### config.mk
export PLATFORM = sky130hd
export DESIGN_NAME = instr_decoder_top
export DESIGN_NICKNAME = d
export VERILOG_FILES = /design/src/rv_decode_pkg.sv /design/src/rv_imm_gen.sv /design/src/rv32i_decoder.sv /design/src/rvc_decoder.sv /design/src/decode_out_reg.sv /design/src/instr_decoder_top.sv
export SDC_FILE = /design/constraint.sdc
export NUM_CORES = 1
export LEC_CHECK = 0
export ABC_AREA = 1
export BUFFER_PORTS_ARGS = -buffer_cell sky130_fd_sc_hd__clkbuf_2
export CAP_MARGIN = 20
export CELL_PAD_IN_SITES_DETAIL_PLACEMENT = 0
export CELL_PAD_IN_SITES_GLOBAL_PLACEMENT = 2
export CORE_MARGIN = 2
export CORE_UTILIZATION = 25
export CTS_CLUSTER_DIAMETER = 30
export DETAILED_ROUTE_END_ITERATION = 16
export PLACE_DENSITY_LB_ADDON = 0.1
export SYNTH_ARGS = -nofsm -noshare
export SYNTH_HDL_FRONTEND = slang
export SYNTH_HIERARCHICAL = 1
export SYNTH_SLANG_ARGS = --single-unit
### constraint.sdc
create_clock -name clk_i -period 2.1 [get_ports clk_i]
set_clock_uncertainty 0.05 [all_clocks]
set_input_delay 0.42 -clock clk_i [delete_from_list [all_inputs] [get_ports clk_i]]
set_output_delay 0.42 -clock clk_i [all_outputs]
set_load 0.05 [all_outputs]
### src/rv_decode_pkg.sv
// RISC-V decode definitions
`default_nettype none

package rv_decode_pkg;

    // =========================================================================
    // Widths
    // =========================================================================
    localparam int XLEN       = 32;  // Instruction word and immediate width
    localparam int REG_ADDR_W = 5;

    typedef logic [REG_ADDR_W-1:0] reg_idx_t;

    // =========================================================================
    // Operations
    // =========================================================================
    typedef enum logic [5:0] {
        OP_NONE = 6'd0,  // Illegal encoding, matches the reset record
        OP_BEQ, OP_BNE, OP_BLT, OP_BGE, OP_BLTU, OP_BGEU,
        OP_LB, OP_LH, OP_LW, OP_LBU, OP_LHU,
        OP_SB, OP_SH, OP_SW,
        OP_ADDI, OP_SLTI, OP_SLTIU, OP_XORI, OP_ORI, OP_ANDI,
        OP_SLLI, OP_SRLI, OP_SRAI,
        OP_ADD, OP_SUB, OP_SLL, OP_SLT, OP_SLTU,
        OP_XOR, OP_SRL, OP_SRA, OP_OR, OP_AND,
        OP_LUI, OP_AUIPC, OP_JAL, OP_JALR,
        OP_FENCE
    } op_type_e;

    // =========================================================================
    // Encodings
    // =========================================================================
    localparam logic [6:0] OPC_BRANCH   = 7'b1100011;
    localparam logic [6:0] OPC_LOAD     = 7'b0000011;
    localparam logic [6:0] OPC_STORE    = 7'b0100011;
    localparam logic [6:0] OPC_OP_IMM   = 7'b0010011;
    localparam logic [6:0] OPC_OP       = 7'b0110011;
    localparam logic [6:0] OPC_LUI      = 7'b0110111;
    localparam logic [6:0] OPC_AUIPC    = 7'b0010111;
    localparam logic [6:0] OPC_JAL      = 7'b1101111;
    localparam logic [6:0] OPC_JALR     = 7'b1100111;
    localparam logic [6:0] OPC_MISC_MEM = 7'b0001111;  // FENCE only

    localparam logic [6:0] F7_BASE = 7'b0000000;
    localparam logic [6:0] F7_ALT  = 7'b0100000;  // SUB, SRA, SRAI

    // =========================================================================
    // Records
    // =========================================================================
    typedef struct packed {
        op_type_e        op;
        reg_idx_t        rd;
        reg_idx_t        rs1;
        reg_idx_t        rs2;
        logic [XLEN-1:0] imm;
        logic            load_rs;  // rs1 or rs2 read from the register file
    } decoded_instr_t;

    // All immediate formats of one word
    typedef struct packed {
        logic [XLEN-1:0] i_imm;
        logic [XLEN-1:0] s_imm;
        logic [XLEN-1:0] b_imm;
        logic [XLEN-1:0] u_imm;
        logic [XLEN-1:0] j_imm;
    } imm_set_t;

endpackage

`default_nettype wire

### src/rv_imm_gen.sv
// RV32I immediate generator
`default_nettype none

module rv_imm_gen (
    input  wire [rv_decode_pkg::XLEN-1:0] instr_i,
    output rv_decode_pkg::imm_set_t       imm_o
);

    logic sign;

    assign sign = instr_i[31];  // Every format takes its sign from bit 31

    assign imm_o.i_imm = {{20{sign}}, instr_i[31:20]};
    assign imm_o.s_imm = {{20{sign}}, instr_i[31:25], instr_i[11:7]};

    // Branch offset, bit 0 always zero
    assign imm_o.b_imm = {{19{sign}}, sign, instr_i[7], instr_i[30:25],
                          instr_i[11:8], 1'b0};

    assign imm_o.u_imm = {instr_i[31:12], 12'b0};

    // Jump offset, same layout idea as the branch but 20 bits
    assign imm_o.j_imm = {{11{sign}}, sign, instr_i[19:12], instr_i[20],
                          instr_i[30:21], 1'b0};

endmodule

`default_nettype wire

### src/rv32i_decoder.sv
// RV32I base decoder
`default_nettype none

module rv32i_decoder (
    input  wire [rv_decode_pkg::XLEN-1:0] instr_i,
    output rv_decode_pkg::decoded_instr_t instr_o,
    output logic                          illegal_o
);

    import rv_decode_pkg::*;

    imm_set_t   imm_set;
    logic [6:0] opcode;
    logic [2:0] funct3;
    logic [6:0] funct7;

    assign opcode = instr_i[6:0];
    assign funct3 = instr_i[14:12];
    assign funct7 = instr_i[31:25];

    rv_imm_gen u_imm_gen (
        .instr_i (instr_i),
        .imm_o   (imm_set)
    );

    // =========================================================================
    // Opcode dispatch
    // =========================================================================
    always_comb begin
        instr_o   = '0;  // Unused fields stay zero
        illegal_o = 1'b0;
        case (opcode)
            OPC_BRANCH: begin
                case (funct3)
                    3'b000:  instr_o.op = OP_BEQ;
                    3'b001:  instr_o.op = OP_BNE;
                    3'b100:  instr_o.op = OP_BLT;
                    3'b101:  instr_o.op = OP_BGE;
                    3'b110:  instr_o.op = OP_BLTU;
                    3'b111:  instr_o.op = OP_BGEU;
                    default: illegal_o = 1'b1;
                endcase
                instr_o.rs1     = instr_i[19:15];
                instr_o.rs2     = instr_i[24:20];
                instr_o.imm     = imm_set.b_imm;
                instr_o.load_rs = 1'b1;
            end
            OPC_LOAD: begin
                case (funct3)
                    3'b000:  instr_o.op = OP_LB;
                    3'b001:  instr_o.op = OP_LH;
                    3'b010:  instr_o.op = OP_LW;
                    3'b100:  instr_o.op = OP_LBU;
                    3'b101:  instr_o.op = OP_LHU;
                    default: illegal_o = 1'b1;
                endcase
                instr_o.rd      = instr_i[11:7];
                instr_o.rs1     = instr_i[19:15];
                instr_o.imm     = imm_set.i_imm;
                instr_o.load_rs = 1'b1;
            end
            OPC_STORE: begin
                case (funct3)
                    3'b000:  instr_o.op = OP_SB;
                    3'b001:  instr_o.op = OP_SH;
                    3'b010:  instr_o.op = OP_SW;
                    default: illegal_o = 1'b1;
                endcase
                instr_o.rs1     = instr_i[19:15];
                instr_o.rs2     = instr_i[24:20];
                instr_o.imm     = imm_set.s_imm;
                instr_o.load_rs = 1'b1;
            end
            OPC_OP_IMM: begin
                instr_o.rd      = instr_i[11:7];
                instr_o.rs1     = instr_i[19:15];
                instr_o.imm     = imm_set.i_imm;
                instr_o.load_rs = 1'b1;
                case (funct3)
                    3'b000: instr_o.op = OP_ADDI;
                    3'b010: instr_o.op = OP_SLTI;
                    3'b011: instr_o.op = OP_SLTIU;
                    3'b100: instr_o.op = OP_XORI;
                    3'b110: instr_o.op = OP_ORI;
                    3'b111: instr_o.op = OP_ANDI;
                    default: begin  // Shifts carry only the shamt
                        instr_o.imm = {27'b0, instr_i[24:20]};
                        if (funct3 == 3'b001 && funct7 == F7_BASE) begin
                            instr_o.op = OP_SLLI;
                        end else if (funct3 == 3'b101 && funct7 == F7_BASE) begin
                            instr_o.op = OP_SRLI;
                        end else if (funct3 == 3'b101 && funct7 == F7_ALT) begin
                            instr_o.op = OP_SRAI;
                        end else begin
                            illegal_o = 1'b1;
                        end
                    end
                endcase
            end
            OPC_OP: begin
                case ({funct7, funct3})
                    {F7_BASE, 3'b000}: instr_o.op = OP_ADD;
                    {F7_ALT,  3'b000}: instr_o.op = OP_SUB;
                    {F7_BASE, 3'b001}: instr_o.op = OP_SLL;
                    {F7_BASE, 3'b010}: instr_o.op = OP_SLT;
                    {F7_BASE, 3'b011}: instr_o.op = OP_SLTU;
                    {F7_BASE, 3'b100}: instr_o.op = OP_XOR;
                    {F7_BASE, 3'b101}: instr_o.op = OP_SRL;
                    {F7_ALT,  3'b101}: instr_o.op = OP_SRA;
                    {F7_BASE, 3'b110}: instr_o.op = OP_OR;
                    {F7_BASE, 3'b111}: instr_o.op = OP_AND;
                    default:           illegal_o = 1'b1;  // M extension lands here
                endcase
                instr_o.rd      = instr_i[11:7];
                instr_o.rs1     = instr_i[19:15];
                instr_o.rs2     = instr_i[24:20];
                instr_o.load_rs = 1'b1;
            end
            OPC_LUI, OPC_AUIPC: begin
                instr_o.op  = (opcode == OPC_LUI) ? OP_LUI : OP_AUIPC;
                instr_o.rd  = instr_i[11:7];
                instr_o.imm = imm_set.u_imm;
            end
            OPC_JAL: begin
                instr_o.op  = OP_JAL;
                instr_o.rd  = instr_i[11:7];
                instr_o.imm = imm_set.j_imm;
            end
            OPC_JALR, OPC_MISC_MEM: begin
                instr_o.op      = (opcode == OPC_JALR) ? OP_JALR : OP_FENCE;
                illegal_o       = (funct3 != 3'b000);  // FENCE.I is not kept
                instr_o.rd      = instr_i[11:7];
                instr_o.rs1     = instr_i[19:15];
                instr_o.imm     = imm_set.i_imm;
                instr_o.load_rs = 1'b1;
            end
            default: illegal_o = 1'b1;  // SYSTEM, AMO and unknown opcodes
        endcase

        if (illegal_o) begin
            instr_o = '0;
        end
    end

endmodule

`default_nettype wire

### src/rvc_decoder.sv
// RV32C compressed instruction expander
`default_nettype none

module rvc_decoder #(
    parameter bit ENABLE_RVC = 1'b1
) (
    input  wire [rv_decode_pkg::XLEN-1:0]      instr_i,
    input  wire rv_decode_pkg::decoded_instr_t base_instr_i,
    input  wire                                base_illegal_i,
    output rv_decode_pkg::decoded_instr_t      instr_o,
    output logic                               illegal_o
);

    import rv_decode_pkg::*;

    localparam reg_idx_t REG_RA = 5'd1;
    localparam reg_idx_t REG_SP = 5'd2;

    logic [15:0]    c;
    logic           is_rvc;
    reg_idx_t       rs1_p;    // Popular register from [9:7]
    reg_idx_t       rs2_p;    // Popular register from [4:2]
    logic           nz_imm6;
    decoded_instr_t c_rec;
    logic           c_bad;

    assign c       = instr_i[15:0];
    assign is_rvc  = ENABLE_RVC && (c[1:0] != 2'b11);
    assign rs1_p   = {2'b01, c[9:7]};  // x8 to x15
    assign rs2_p   = {2'b01, c[4:2]};
    assign nz_imm6 = c[12] || (c[6:2] != 5'd0);

    // =========================================================================
    // Expansion, keyed on quadrant and funct3
    // =========================================================================
    always_comb begin
        c_rec = '0;
        c_bad = 1'b0;
        case ({c[1:0], c[15:13]})
            5'b00_000: begin  // C.ADDI4SPN
                c_rec.op  = OP_ADDI;
                c_rec.rd  = rs2_p;
                c_rec.rs1 = REG_SP;
                c_rec.imm = {22'b0, c[10:7], c[12:11], c[5], c[6], 2'b00};
                c_bad     = (c[12:5] == 8'd0);  // Also catches the all-zero word
            end
            5'b00_010, 5'b00_110: begin  // C.LW, C.SW
                c_rec.op  = c[15] ? OP_SW : OP_LW;
                c_rec.rd  = c[15] ? 5'd0 : rs2_p;
                c_rec.rs1 = rs1_p;
                c_rec.rs2 = c[15] ? rs2_p : 5'd0;
                c_rec.imm = {25'b0, c[5], c[12:10], c[6], 2'b00};
            end
            5'b01_000, 5'b01_010: begin  // C.NOP, C.ADDI, C.LI
                c_rec.op  = OP_ADDI;
                c_rec.rd  = c[11:7];
                c_rec.rs1 = c[14] ? 5'd0 : c[11:7];
                c_rec.imm = {{27{c[12]}}, c[6:2]};
            end
            5'b01_001, 5'b01_101: begin  // C.JAL, C.J
                c_rec.op  = OP_JAL;
                c_rec.rd  = c[15] ? 5'd0 : REG_RA;
                c_rec.imm = {{21{c[12]}}, c[8], c[10:9], c[6], c[7], c[2], c[11],
                             c[5:3], 1'b0};
            end
            5'b01_011: begin
                c_bad    = !nz_imm6;
                c_rec.rd = c[11:7];
                if (c[11:7] == REG_SP) begin  // C.ADDI16SP
                    c_rec.op  = OP_ADDI;
                    c_rec.rs1 = REG_SP;
                    c_rec.imm = {{23{c[12]}}, c[4:3], c[5], c[2], c[6], 4'b0000};
                end else begin  // C.LUI
                    c_rec.op  = OP_LUI;
                    c_rec.imm = {{15{c[12]}}, c[6:2], 12'b0};
                end
            end
            5'b01_100: begin
                c_rec.rd  = rs1_p;
                c_rec.rs1 = rs1_p;
                case (c[11:10])
                    2'b00, 2'b01: begin  // C.SRLI, C.SRAI
                        c_rec.op  = c[10] ? OP_SRAI : OP_SRLI;
                        c_rec.imm = {27'b0, c[6:2]};
                        c_bad     = c[12];  // shamt[5] reserved on RV32
                    end
                    2'b10: begin  // C.ANDI
                        c_rec.op  = OP_ANDI;
                        c_rec.imm = {{27{c[12]}}, c[6:2]};
                    end
                    default: begin  // C.SUB, C.XOR, C.OR, C.AND
                        c_rec.rs2 = rs2_p;
                        c_bad     = c[12];  // RV64 word forms
                        case (c[6:5])
                            2'b00:   c_rec.op = OP_SUB;
                            2'b01:   c_rec.op = OP_XOR;
                            2'b10:   c_rec.op = OP_OR;
                            default: c_rec.op = OP_AND;
                        endcase
                    end
                endcase
            end
            5'b01_110, 5'b01_111: begin  // C.BEQZ, C.BNEZ
                c_rec.op  = c[13] ? OP_BNE : OP_BEQ;
                c_rec.rs1 = rs1_p;
                c_rec.imm = {{24{c[12]}}, c[6:5], c[2], c[11:10], c[4:3], 1'b0};
            end
            5'b10_000: begin  // C.SLLI
                c_rec.op  = OP_SLLI;
                c_rec.rd  = c[11:7];
                c_rec.rs1 = c[11:7];
                c_rec.imm = {27'b0, c[6:2]};
                c_bad     = c[12];
            end
            5'b10_010: begin  // C.LWSP
                c_rec.op  = OP_LW;
                c_rec.rd  = c[11:7];
                c_rec.rs1 = REG_SP;
                c_rec.imm = {24'b0, c[3:2], c[12], c[6:4], 2'b00};
                c_bad     = (c[11:7] == 5'd0);
            end
            5'b10_100: begin
                if (c[6:2] == 5'd0) begin  // C.JR, C.JALR
                    c_rec.op  = OP_JALR;
                    c_rec.rd  = c[12] ? REG_RA : 5'd0;
                    c_rec.rs1 = c[11:7];
                    c_bad     = (c[11:7] == 5'd0);  // Reserved form or C.EBREAK
                end else begin  // C.MV, C.ADD
                    c_rec.op  = OP_ADD;
                    c_rec.rd  = c[11:7];
                    c_rec.rs1 = c[12] ? c[11:7] : 5'd0;
                    c_rec.rs2 = c[6:2];
                end
            end
            5'b10_110: begin  // C.SWSP
                c_rec.op  = OP_SW;
                c_rec.rs1 = REG_SP;
                c_rec.rs2 = c[6:2];
                c_rec.imm = {24'b0, c[8:7], c[12:9], 2'b00};
            end
            default: c_bad = 1'b1;
        endcase

        // Every expansion reads a register except the upper and jump forms
        c_rec.load_rs = (c_rec.op != OP_LUI) && (c_rec.op != OP_JAL);
        if (c_bad) begin
            c_rec = '0;
        end
    end

    always_comb begin
        if (is_rvc) begin
            instr_o   = c_rec;
            illegal_o = c_bad;
        end else begin
            instr_o   = base_instr_i;  // 32-bit word, base result stands
            illegal_o = base_illegal_i;
        end
    end

endmodule

`default_nettype wire

### src/decode_out_reg.sv
// Decoder output register
`default_nettype none

module decode_out_reg (
    input  wire                                clk_i,
    input  wire                                rst_i,
    input  wire                                stb_i,
    input  wire rv_decode_pkg::decoded_instr_t instr_i,
    input  wire                                illegal_i,
    output rv_decode_pkg::decoded_instr_t      instr_o,
    output logic                               ack_o,
    output logic                               err_o
);

    always_ff @(posedge clk_i) begin
        if (rst_i) begin
            instr_o <= '0;
            ack_o   <= 1'b0;
            err_o   <= 1'b0;
        end else begin
            ack_o <= stb_i && !illegal_i;  // One-cycle pulses
            err_o <= stb_i && illegal_i;
            if (stb_i) begin
                instr_o <= instr_i;  // Illegal record arrives zeroed
            end
        end
    end

endmodule

`default_nettype wire

### src/instr_decoder_top.sv
// Instruction decoder top level
`default_nettype none

module instr_decoder_top #(
    parameter bit ENABLE_RVC = 1'b1
) (
    input  wire                           clk_i,
    input  wire                           rst_i,
    input  wire                           stb_i,
    input  wire [rv_decode_pkg::XLEN-1:0] instr_i,
    output rv_decode_pkg::decoded_instr_t instr_o,
    output logic                          ack_o,
    output logic                          err_o
);

    import rv_decode_pkg::*;

    decoded_instr_t base_instr;
    logic           base_illegal;
    decoded_instr_t dec_instr;   // After compressed expansion
    logic           dec_illegal;

    rv32i_decoder u_base (
        .instr_i   (instr_i),
        .instr_o   (base_instr),
        .illegal_o (base_illegal)
    );

    rvc_decoder #(
        .ENABLE_RVC (ENABLE_RVC)
    ) u_rvc (
        .instr_i        (instr_i),
        .base_instr_i   (base_instr),
        .base_illegal_i (base_illegal),
        .instr_o        (dec_instr),
        .illegal_o      (dec_illegal)
    );

    decode_out_reg u_out (
        .clk_i     (clk_i),
        .rst_i     (rst_i),
        .stb_i     (stb_i),
        .instr_i   (dec_instr),
        .illegal_i (dec_illegal),
        .instr_o   (instr_o),
        .ack_o     (ack_o),
        .err_o     (err_o)
    );

endmodule

`default_nettype wire

Word-level counts from Yosys, hierarchy flattened
Cells that the tools add are included.
{"block": "totals", "reg_bits": 56, "inputBits": 35, "output_inout_bits": 56, "elab_cells": 156}
{"block": "op_classes", "eq_ne": 49, "n_mux": 56, "n_reduce_logical": 43}
{"operator": "case mux 32 bit (10 select lines)", "count": 1}
{"operator": "case mux 32 bit (6 select lines)", "count": 1}
{"operator": "two-way mux 54 bit", "count": 3}
{"operator": "case mux 6 bit (10 select lines)", "count": 2}
{"operator": "case mux 32 bit (2 select lines)", "count": 1}
{"operator": "case mux 5 bit (6 select lines)", "count": 2}
{"operator": "case mux 6 bit (8 select lines)", "count": 1}
{"operator": "== test 10 x 3 -> 1 bit (second input constant)", "count": 4}
{"operator": "== test 5 x 4 -> 1 bit (second input constant)", "count": 8}
{"operator": "case mux 6 bit (6 select lines)", "count": 1}
{"operator": "two-way mux 5 bit", "count": 7}
{"operator": "two-way mux 32 bit", "count": 1}
{"operator": "== test 7 x 6 -> 1 bit (second input constant)", "count": 4}
{"operator": "== test 7 bit (second input constant)", "count": 3}
{"operator": "OR reduction 3 bit", "count": 7}
{"operator": "== test 10 x 2 -> 1 bit (second input constant)", "count": 2}
{"operator": "== test 10 x 9 -> 1 bit (second input constant)", "count": 2}
{"operator": "== test 5 bit (second input constant)", "count": 4}
{"operator": "case mux 4 bit (5 select lines)", "count": 1}
{"operator": "case mux 5 bit (4 select lines)", "count": 1}
{"operator": "two-way mux 6 bit", "count": 3}
{"operator": "case mux 3 bit (6 select lines)", "count": 1}
{"operator": "case mux 6 bit (3 select lines)", "count": 1}
{"operator": "two-way mux 17 bit", "count": 1}
{"operator": "39 further kinds", "count": 86}

Depth between registers and ports, before layout
Gate-level depths: netlist of the first run.
{"block": "depth", "word_depth": 10, "depth_mapped": 18, "ltp_nobuf": 17}

By module
The synthesis of the first run kept the hierarchy.
{"module": "rv32i_decoder", "n_inst": 1, "cells_each": 510, "area_each_um2": 2344.7, "seq_area_each_um2": 0.0}
{"module": "decode_out_reg", "n_inst": 1, "cells_each": 348, "area_each_um2": 2307.2, "seq_area_each_um2": 1121.1}
{"module": "rvc_decoder", "n_inst": 1, "cells_each": 426, "area_each_um2": 1864.3, "seq_area_each_um2": 0.0}
{"module": "rv_imm_gen", "n_inst": 1, "cells_each": 161, "area_each_um2": 1204.9, "seq_area_each_um2": 0.0}

Worst setup path before layout of the first run
OpenSTA, ideal clock, no wires.
{"block": "synth_timing", "path_type": "input -> register", "startpoint": "input port instr_i[12] in the netlist's numbering", "endpoint": "register, netlist name u_out/instr_o[11]", "setup_time_ps": 64, "arrival_time_ps": 1857, "t_required_ps": 1986, "slack_ps": 129, "cell_stages": 17, "path_buffers": 2, "cell_sequence": "buf_2 > nor2_2 > inv_1 > nor2_4 > inv_1 > nand2_1 > nand2_1 > nor2_4 > nand3_4 > buf_6 > nor2_2 > nand2_1 > o211ai_1 > inv_1 > nand2_1 > nand2_1 > nor2_1"}
{"element": "start, declared", "line_no": "instr_decoder_top.sv:10", "source": "input wire [rv_decode_pkg::XLEN-1:0] instr_i,"}

==> impl_results.md, run 1 <==
- Initial Util: 0.253
- Core outline area: 30500 um2
- Main combinational cell family by area after synthesis: simple AND/OR/NAND/NOR gates
- I/O pin cnt: 91
- Fin. max-slew vios: 0
- Die area: 32300 um2
- Simple-gate area share of the yosys netlist: 0.519
- DRC: 0
- DRT Pass-1 Iters: 5
- Compound-Gate Fraction of Synth Area: 0.0532
- Total CTS buffers: 5
- Area share of the largest cell type after synthesis: 0.229
- Crit path DAT: 2.18 ns
- Commonest non-fill, non-tap cell in the layout: nand2_1
- Vias per cell: 4.44
- Status: complete, no violations
- Final ANT Viol Nets: 0
- Area grow syn2layout: 26.2%
- Largest net degree at the start of global routing: 76
- Buffer depth of the longest clock path: 2
- Dpl ws: -0.520 ns
- Wire per inst: 15.9 um
- Pin slew with the least headroom to its limit: 0.678 ns
- Xor and xnor area share after synthesis: 0
- Mapped cell area: 7720 um2
- Final Hold Fails: 0
- Seq/Total Area, Yosys: 0.145
- Syn Inst Count: 1445
- Post-synthesis adder-cell area fraction: 0
- Top cell type by total area after synthesis: nand2_1
- Ys Warns: 6
- Hold-fix buffers, CTS: 0
- Startpoint Class: input pin
- Critical path endpoint category: flip-flop
- Final period util: 0.959
- Clock Sinks: 56
- Post-synthesis mux area share: 0
- CTS tree: done
- Register bit total from synthesis: 56
- Largest fanout on the critical path: 7
- FMAX: 497 MHz
- Die W: 180 um
- Avg Cell Area, Syn: 5.34 um2
- Die extent in y: 180 um
- Total congestion overflow: 0
- Pleak: 4.90 nW
- FP Rows: 64
- # setup viols final: 0
- Initial antenna violation count: 0
- Worst setup margin: 0.0870 ns
- Slew HR: 0.548
- Global-route wire length before repair: 47.6 mm
- Via Count: 8612
- DRT Wirelength: 30.9 mm
- Commonest non-fill, non-tap cells in the layout: 438 x nand2_1, 216 x nor2_1, 171 x buf_4, 123 x inv_1, 88 x nand3_1
- Area contributors post-synth: nand2_1 23%, buf_4 16%, dfxtp_1 15%
- Worst IR Drop VDD: 0.278 mV
- Max-cap violations: 0
- DRT iter0 DRCs: 544
- Antenna cell count: 0
- Final min period: 2.01 ns
- Req. time, crit path: 2.26 ns
- Number of global-route vias before repair: 8190
- Total Nets Final: 1578
- GRT Total Usage: 0.186
- CTS Root Cell: clkbuf_16
- CTS clk-pin slew, worst paths: 0.08 ns
- Cell Pwr Density: 359 nW/um2
- Sum Neg Setup Slack: 0 ns
- H-tree depth: 2
- Clk Latency, worst-skew pair: 0.30 ns
- Gpl congestion: 0.881
- Post-DP HPWL: 24.0 mm
- WS Path Type: in -> reg
- Share of layout cells above drive strength 1: 0.310
- Final Util: 0.319
- # port buffers: 90
- HP Class: in -> reg
- RSZ-0062 raised after global routing: yes
- Count of cell types in the netlist: 29
[layer usage]
layer  global-route usage  wire length, um  vias to the layer above
met3               0.0156              968                       31
met2                0.304            14000                      179
met5                    0                0                        -
li1                     -                -                     4468
met1                0.264            15400                     3934
met4               0.0423              571                        0
[critical path, cell delays in order]
cell and delay [ns]:
buf_6 0.10, inv_4 0.06, nand2_2 0.06, nor2_4 0.22, buf_6 0.13, nand3_1 0.07, nand2_1 0.09, nor2_2 0.05
nand2_2 0.08, nor2_4 0.05, nand3_4 0.13, buf_6 0.14, nor2_4 0.04, nand2_1 0.06, nand4_1 0.22, inv_1 0.12
nand2_1 0.05, nand2_1 0.06, nor2_1 0.05
[final cells by class]
class                   instances  area [um2]
clock buffers                   5         125
clock inverters                 3        25.0
fillers                      3558       20800
inverters                     145         572
multi-input cells            1036        4930
flip-flops and latches         56        1120
well taps                     396         495
repair buffers                299        2480
[Yosys cell counts]
library cell and instances:
nor3_1 13, a21oi_1 42, nand3_1 98, nor2_4 7, nor2_8 1, o21ai_1 2, buf_2 28, inv_2 15
o31ai_1 1, nand3b_1 2, dfxtp_1 56, inv_1 129, nand3_2 5, nand4_1 43, o21ai_0 30, nor3_2 1
nor2_1 259, nand2_1 472, buf_4 164, a21oi_2 1, clkinv_1 1, nand3_4 1, nor2_2 34, o2111ai_1 1
buf_6 20, nand2_2 5, clkbuf_1 11, conb_1 1, o211ai_1 2
[path summary, 6_finish.rpt]
path / slack, ns / to / start / cells past startpoint
worst min register to register: 0.42 / u_out/instr_o[21] / u_out/instr_o[21] / 2
worst min-delay path: 0.25 / u_out/err_o / rst_i / 2
worst max-delay path: 0.09 / u_out/instr_o[9] / instr_i[2] / 19
worst max register to register: 1.44 / u_out/instr_o[7] / u_out/instr_o[7] / 2
[cells by family after synthesis]
kind of cell / after synthesis
AOI/OAI and AO/OA: 79
DFF: 56
other: 1
and+or+nand+nor: 941
buffers and inverters: 368
[flip-flops by register name, summed over array words and instances (netlist names)]
register / count
u_out/instr_o: 54
u_out/ack_o: 1
u_out/err_o: 1
[metrics by stage]
| stage | instances | power [mW] | hold slack [ns] | area [um2] |
|---|---|---|---|---|
| 2_1_floorplan | 1458 | 2.17 | 0.442 | 7770 |
| 3_3_place_gp | 1900 | 2.46 | 0.408 | 8620 |
| 3_5_place_dp | 1900 | 2.46 | 0.413 | 8620 |
| 4_1_cts | 1918 | 3.43 | 0.239 | 8940 |
| 5_1_grt | 1940 | 3.72 | 0.234 | 9750 |
| 6_report | 1940 | 3.50 | 0.246 | 9750 |
[power breakdown]
group | total, mW | leakage [nW] | internal (mW) | switching, mW
Combinational | 1.44 | 4.36 | 0.490 | 0.952
Clock | 0.899 | 0.0708 | 0.453 | 0.446
Sequential | 1.16 | 0.462 | 1.12 | 0.0336
Total | 3.50 | 4.90 | 2.07 | 1.43
[timing repair]
item,CTS,global route
pin swaps,6,63
resized for setup,19,178
setup buffers,8,18
gates cloned,2,6
endpoints found under the setup margin,48,56
Note: power is estimated with default switching activity, not from simulation.
==> run 2, diff against run 1 <==
--- a/config.mk
+++ b/config.mk
@@ -8,14 +8,10 @@
 export ABC_AREA = 1
 export BUFFER_PORTS_ARGS = -buffer_cell sky130_fd_sc_hd__clkbuf_2
 export CAP_MARGIN = 20
-export CELL_PAD_IN_SITES_DETAIL_PLACEMENT = 0
-export CELL_PAD_IN_SITES_GLOBAL_PLACEMENT = 2
 export CORE_MARGIN = 2
 export CORE_UTILIZATION = 25
 export CTS_CLUSTER_DIAMETER = 30
 export DETAILED_ROUTE_END_ITERATION = 16
-export PLACE_DENSITY_LB_ADDON = 0.1
 export SYNTH_ARGS = -nofsm -noshare
 export SYNTH_HDL_FRONTEND = slang
-export SYNTH_HIERARCHICAL = 1
 export SYNTH_SLANG_ARGS = --single-unit
==> impl_results.md, run 2 <==
- Commonest cells post-synth: 172 x nand2_1, 117 x nand3_1, 109 x nor2_1 (was 472 x nand2_1, 259 x nor2_1, 164 x buf_4)
- Largest register FFs: 54 (unchanged)
- Fin. max-slew vios: 0 (unchanged)
- Clock Power Share: 0.278 (was 0.257)
- Total CTS buffers: 5 (unchanged)
- Count of cell types in the netlist: 34 (was 29)
- Mapped cell area: 5030 um2 (was 7720 um2)
- Pin slew with the least headroom to its limit: 0.449 ns (was 0.678 ns)
- Die area: 21300 um2 (was 32300 um2)
- Cell Pwr Density: 452 nW/um2 (was 359 nW/um2)
- RSZ-0062 raised after global routing: no (was yes)
- Register bit total from synthesis: 56 (unchanged)
- Global-route wire length before repair: 35.8 mm (was 47.6 mm)
- H-tree depth: 2 (unchanged)
- Gate power share: 0.353 (was 0.412)
- Syn nets: 894
- DRC: 0 (unchanged)
- Sequential Power Share: 0.369 (was 0.331)
- Initial Util: 0.257 (was 0.253)
- Seq/Total Area, Yosys: 0.223 (was 0.145)
- Final min period: 1.97 ns (was 2.01 ns)
- Die W: 146 um (was 180 um)
- Area contributors post-synth: dfxtp_1 22%, nand2_1 13%, nand3_1 12% (was nand2_1 23%, buf_4 16%, dfxtp_1 15%)
- Via Count: 6684 (was 8612)
- Pleak: 3.56 nW (was 4.90 nW)
- Avg Cell Area, Syn: 5.85 um2 (was 5.34 um2)
- Critical path endpoint category: flip-flop (unchanged)
- Area grow syn2layout: 37.9% (was 26.2%)
- Largest reg by FF count: u_out.instr_o (was u_out/instr_o)
- Largest net degree at the start of global routing: 53 (was 76)
- DRT Pass-1 Iters: 6 (was 5)
- Cell Count, Final, Fillers Out: 1334 (was 1940)
- FP Rows: 51 (was 64)
- Core outline area: 19600 um2 (was 30500 um2)
- Max-cap violations: 0 (unchanged)
- Met2 WL: 10.4 mm (was 14.0 mm)
- FMAX: 507 MHz (was 497 MHz)
- Buffer depth of the longest clock path: 2 (unchanged)
- Total power: 3.13 mW (was 3.50 mW)
- Clock Sinks: 56 (unchanged)
- Dpl cells: 1323 (was 1900)
- WS Path Type: in -> reg (unchanged)
- Number of global-route vias before repair: 6352 (was 8190)
- Wire per inst: 17.3 um (was 15.9 um)
- Share of layout cells above drive strength 1: 0.301 (was 0.310)
- Total Nets Final: 1103 (was 1578)
- Commonest non-fill, non-tap cell in the layout: nand2_1 (unchanged)
- Crit path DAT: 2.12 ns (was 2.18 ns)
- Total congestion overflow: 0 (unchanged)
- Status: complete, no violations (unchanged)
- Post-DP HPWL: 18.7 mm (was 24.0 mm)
- Top_reg_cell synth: dfxtp_1 (unchanged)
- Ys Warns: 0 (was 6)
- # setup viols final: 0 (unchanged)
- Largest regs: u_out.instr_o (54), u_out.ack_o (1), u_out.err_o (1) (was u_out/instr_o (54), u_out/ack_o (1), u_out/err_o (1))
- DRT iter0 DRCs: 563 (was 544)
- EDFF count, synth: 0 (unchanged)
- CTS clk-pin slew, worst paths: 0.07 ns (was 0.08 ns)
- I/O pin cnt: 91 (unchanged)
- Count leader, synth: nand2_1 (unchanged)
- Vias per cell: 5.01 (was 4.44)
- Gpl congestion: 0.999 (was 0.881)
- Wire length on met1: 10.3 mm (was 15.4 mm)
- Final Util: 0.354 (was 0.319)
- P_sw: 1.18 mW (was 1.43 mW)
- DRT Wirelength: 23.1 mm (was 30.9 mm)
- Area share of the largest cell type after synthesis: 0.223 (was 0.229)
- Die extent in y: 146 um (was 180 um)
- Max layer used: met4 (unchanged)
- Fillers: 2240 (was 3558)
- # port buffers: 90 (unchanged)
- CTS tree: done (unchanged)
- Ys async rst share: 0 (unchanged)
- HP Class: in -> reg (unchanged)
- Final Hold Fails: 0 (unchanged)
- Syn Inst Count: 859 (was 1445)
- Clk Latency, worst-skew pair: 0.29 ns (was 0.30 ns)
- CTS Root Cell: clkbuf_16 (unchanged)
- P_int: 1.95 mW (was 2.07 mW)
- Top cell type by total area after synthesis: dfxtp_1 (was nand2_1)
- Commonest non-fill, non-tap cells in the layout: 172 x nand2_1, 156 x buf_4, 117 x nand3_1, 107 x nor2_1, 89 x clkbuf_2 (was 438 x nand2_1, 216 x nor2_1, 171 x buf_4, 123 x inv_1, 88 x nand3_1)
- Startpoint Class: input pin (unchanged)
- Final ANT Viol Nets: 0 (unchanged)
- Slew HR: 0.701 (was 0.548)
- GRT Total Usage: 0.212 (was 0.186)
- Switching Fraction: 0.376 (was 0.409)
- Req. time, crit path: 2.25 ns (was 2.26 ns)
- Met3 Wirelength: 1.63 mm (was 968 um)
- Antenna cell count: 0 (unchanged)
- Initial antenna violation count: 0 (unchanged)
- Final period util: 0.938 (was 0.959)
- Hold-fix buffers, CTS: 0 (unchanged)
- Worst IR Drop VDD: 0.351 mV (was 0.278 mV)
- Largest fanout on the critical path: 12 (was 7)
## run 2: cell types whose count changed after synthesis, moves of 8 or more
cell      previous run  this run
nor2_1             259       109
nand2_1            472       172
buf_6               20        10
nand4_1             43        29
nor2_2              34         9
buf_2               28        18
nand3_1             98       117
a21oi_1             42        82
nor3_1              13         5
o211ai_1             2        14
o21ai_0             30        79
buf_4              164         5
inv_1              129        73
## run 2: metal layers
layer | GRT usage | vias to the layer above
met4 | 0.0740 | 0
met2 | 0.342 | 301
met3 | 0.0313 | 42
met5 | 0 | -
li1 | - | 3285
met1 | 0.287 | 3056
## run 2: final timing paths
check / start / end / slack [ns] / cells past startpoint
setup / recovery: instr_i[5] / u_out.instr_o[0] / 0.13 / 14
hold / removal: rst_i / u_out.instr_o[52] / 0.28 / 2
setup reg to reg: u_out.instr_o[5] / u_out.instr_o[5] / 1.36 / 2
hold reg to reg: u_out.instr_o[52] / u_out.instr_o[52] / 0.43 / 2
## run 2: area by class of cell
| class | count | area, um2 | share of cell area |
|---|---|---|---|
| Clock buffer | 6 | 139 | 0.0200 |
| Tap cell | 265 | 332 | 0.0478 |
| Inverter | 91 | 344 | 0.0496 |
| Multi-Input combinational cell | 664 | 3290 | 0.474 |
| Clock inverter | 2 | 13.8 | 0.00198 |
| Timing Repair Buffer | 250 | 1700 | 0.245 |
| Sequential cell | 56 | 1120 | 0.162 |
## run 2: metrics by stage
stage               hold slack [ns]  worst slack, ns  instance area (um2)  setup TNS (ns)
finish                        0.281            0.129                 6940               0
global route                  0.297           0.0102                 6940               0
CTS                           0.278           0.0932                 6880               0
detailed placement            0.423           -0.460                 6720          -12.02
global placement              0.417           -0.347                 6720          -10.80
floorplan                     0.439            0.150                 5030               0
## run 2: kinds of logic (layout without fill, tap and decap cells)
family,Yosys count,in the layout,synth area share
simple gates,476,477,0.453
buf+inv,140,349,0.128
compound gates,187,187,0.196
flops,56,56,0.223
## run 2: critical path, cell delays in order
cell,delay [ns]
clkbuf_2,0.15
buf_4,0.14
inv_1,0.04
nor2_1,0.15
nand2_1,0.17
nor2_8,0.17
inv_2,0.05
a21oi_2,0.15
nand2_4,0.08
buf_4,0.18
nand4_1,0.15
nand3_1,0.13
nand2_1,0.10
inv_1,0.04
## run 2: what timing repair did
action / CTS / global route
buffers inserted: 0 / 2
resized for setup: 1 / 4
pin swaps: 0 / 2
endpoints found under the setup margin: 15 / 43
cloned: 0 / 1
## run 2: power groups by stage
stage / clock [mW] / combinational, mW / sequential (mW)
global placement: 0 / 1.08 / 1.18
detailed placement: 0 / 1.08 / 1.18
floorplan: 0 / 0.441 / 1.39
finish: 0.871 / 1.10 / 1.16
CTS: 0.881 / 1.08 / 1.16
global route: 0.922 / 1.19 / 1.16
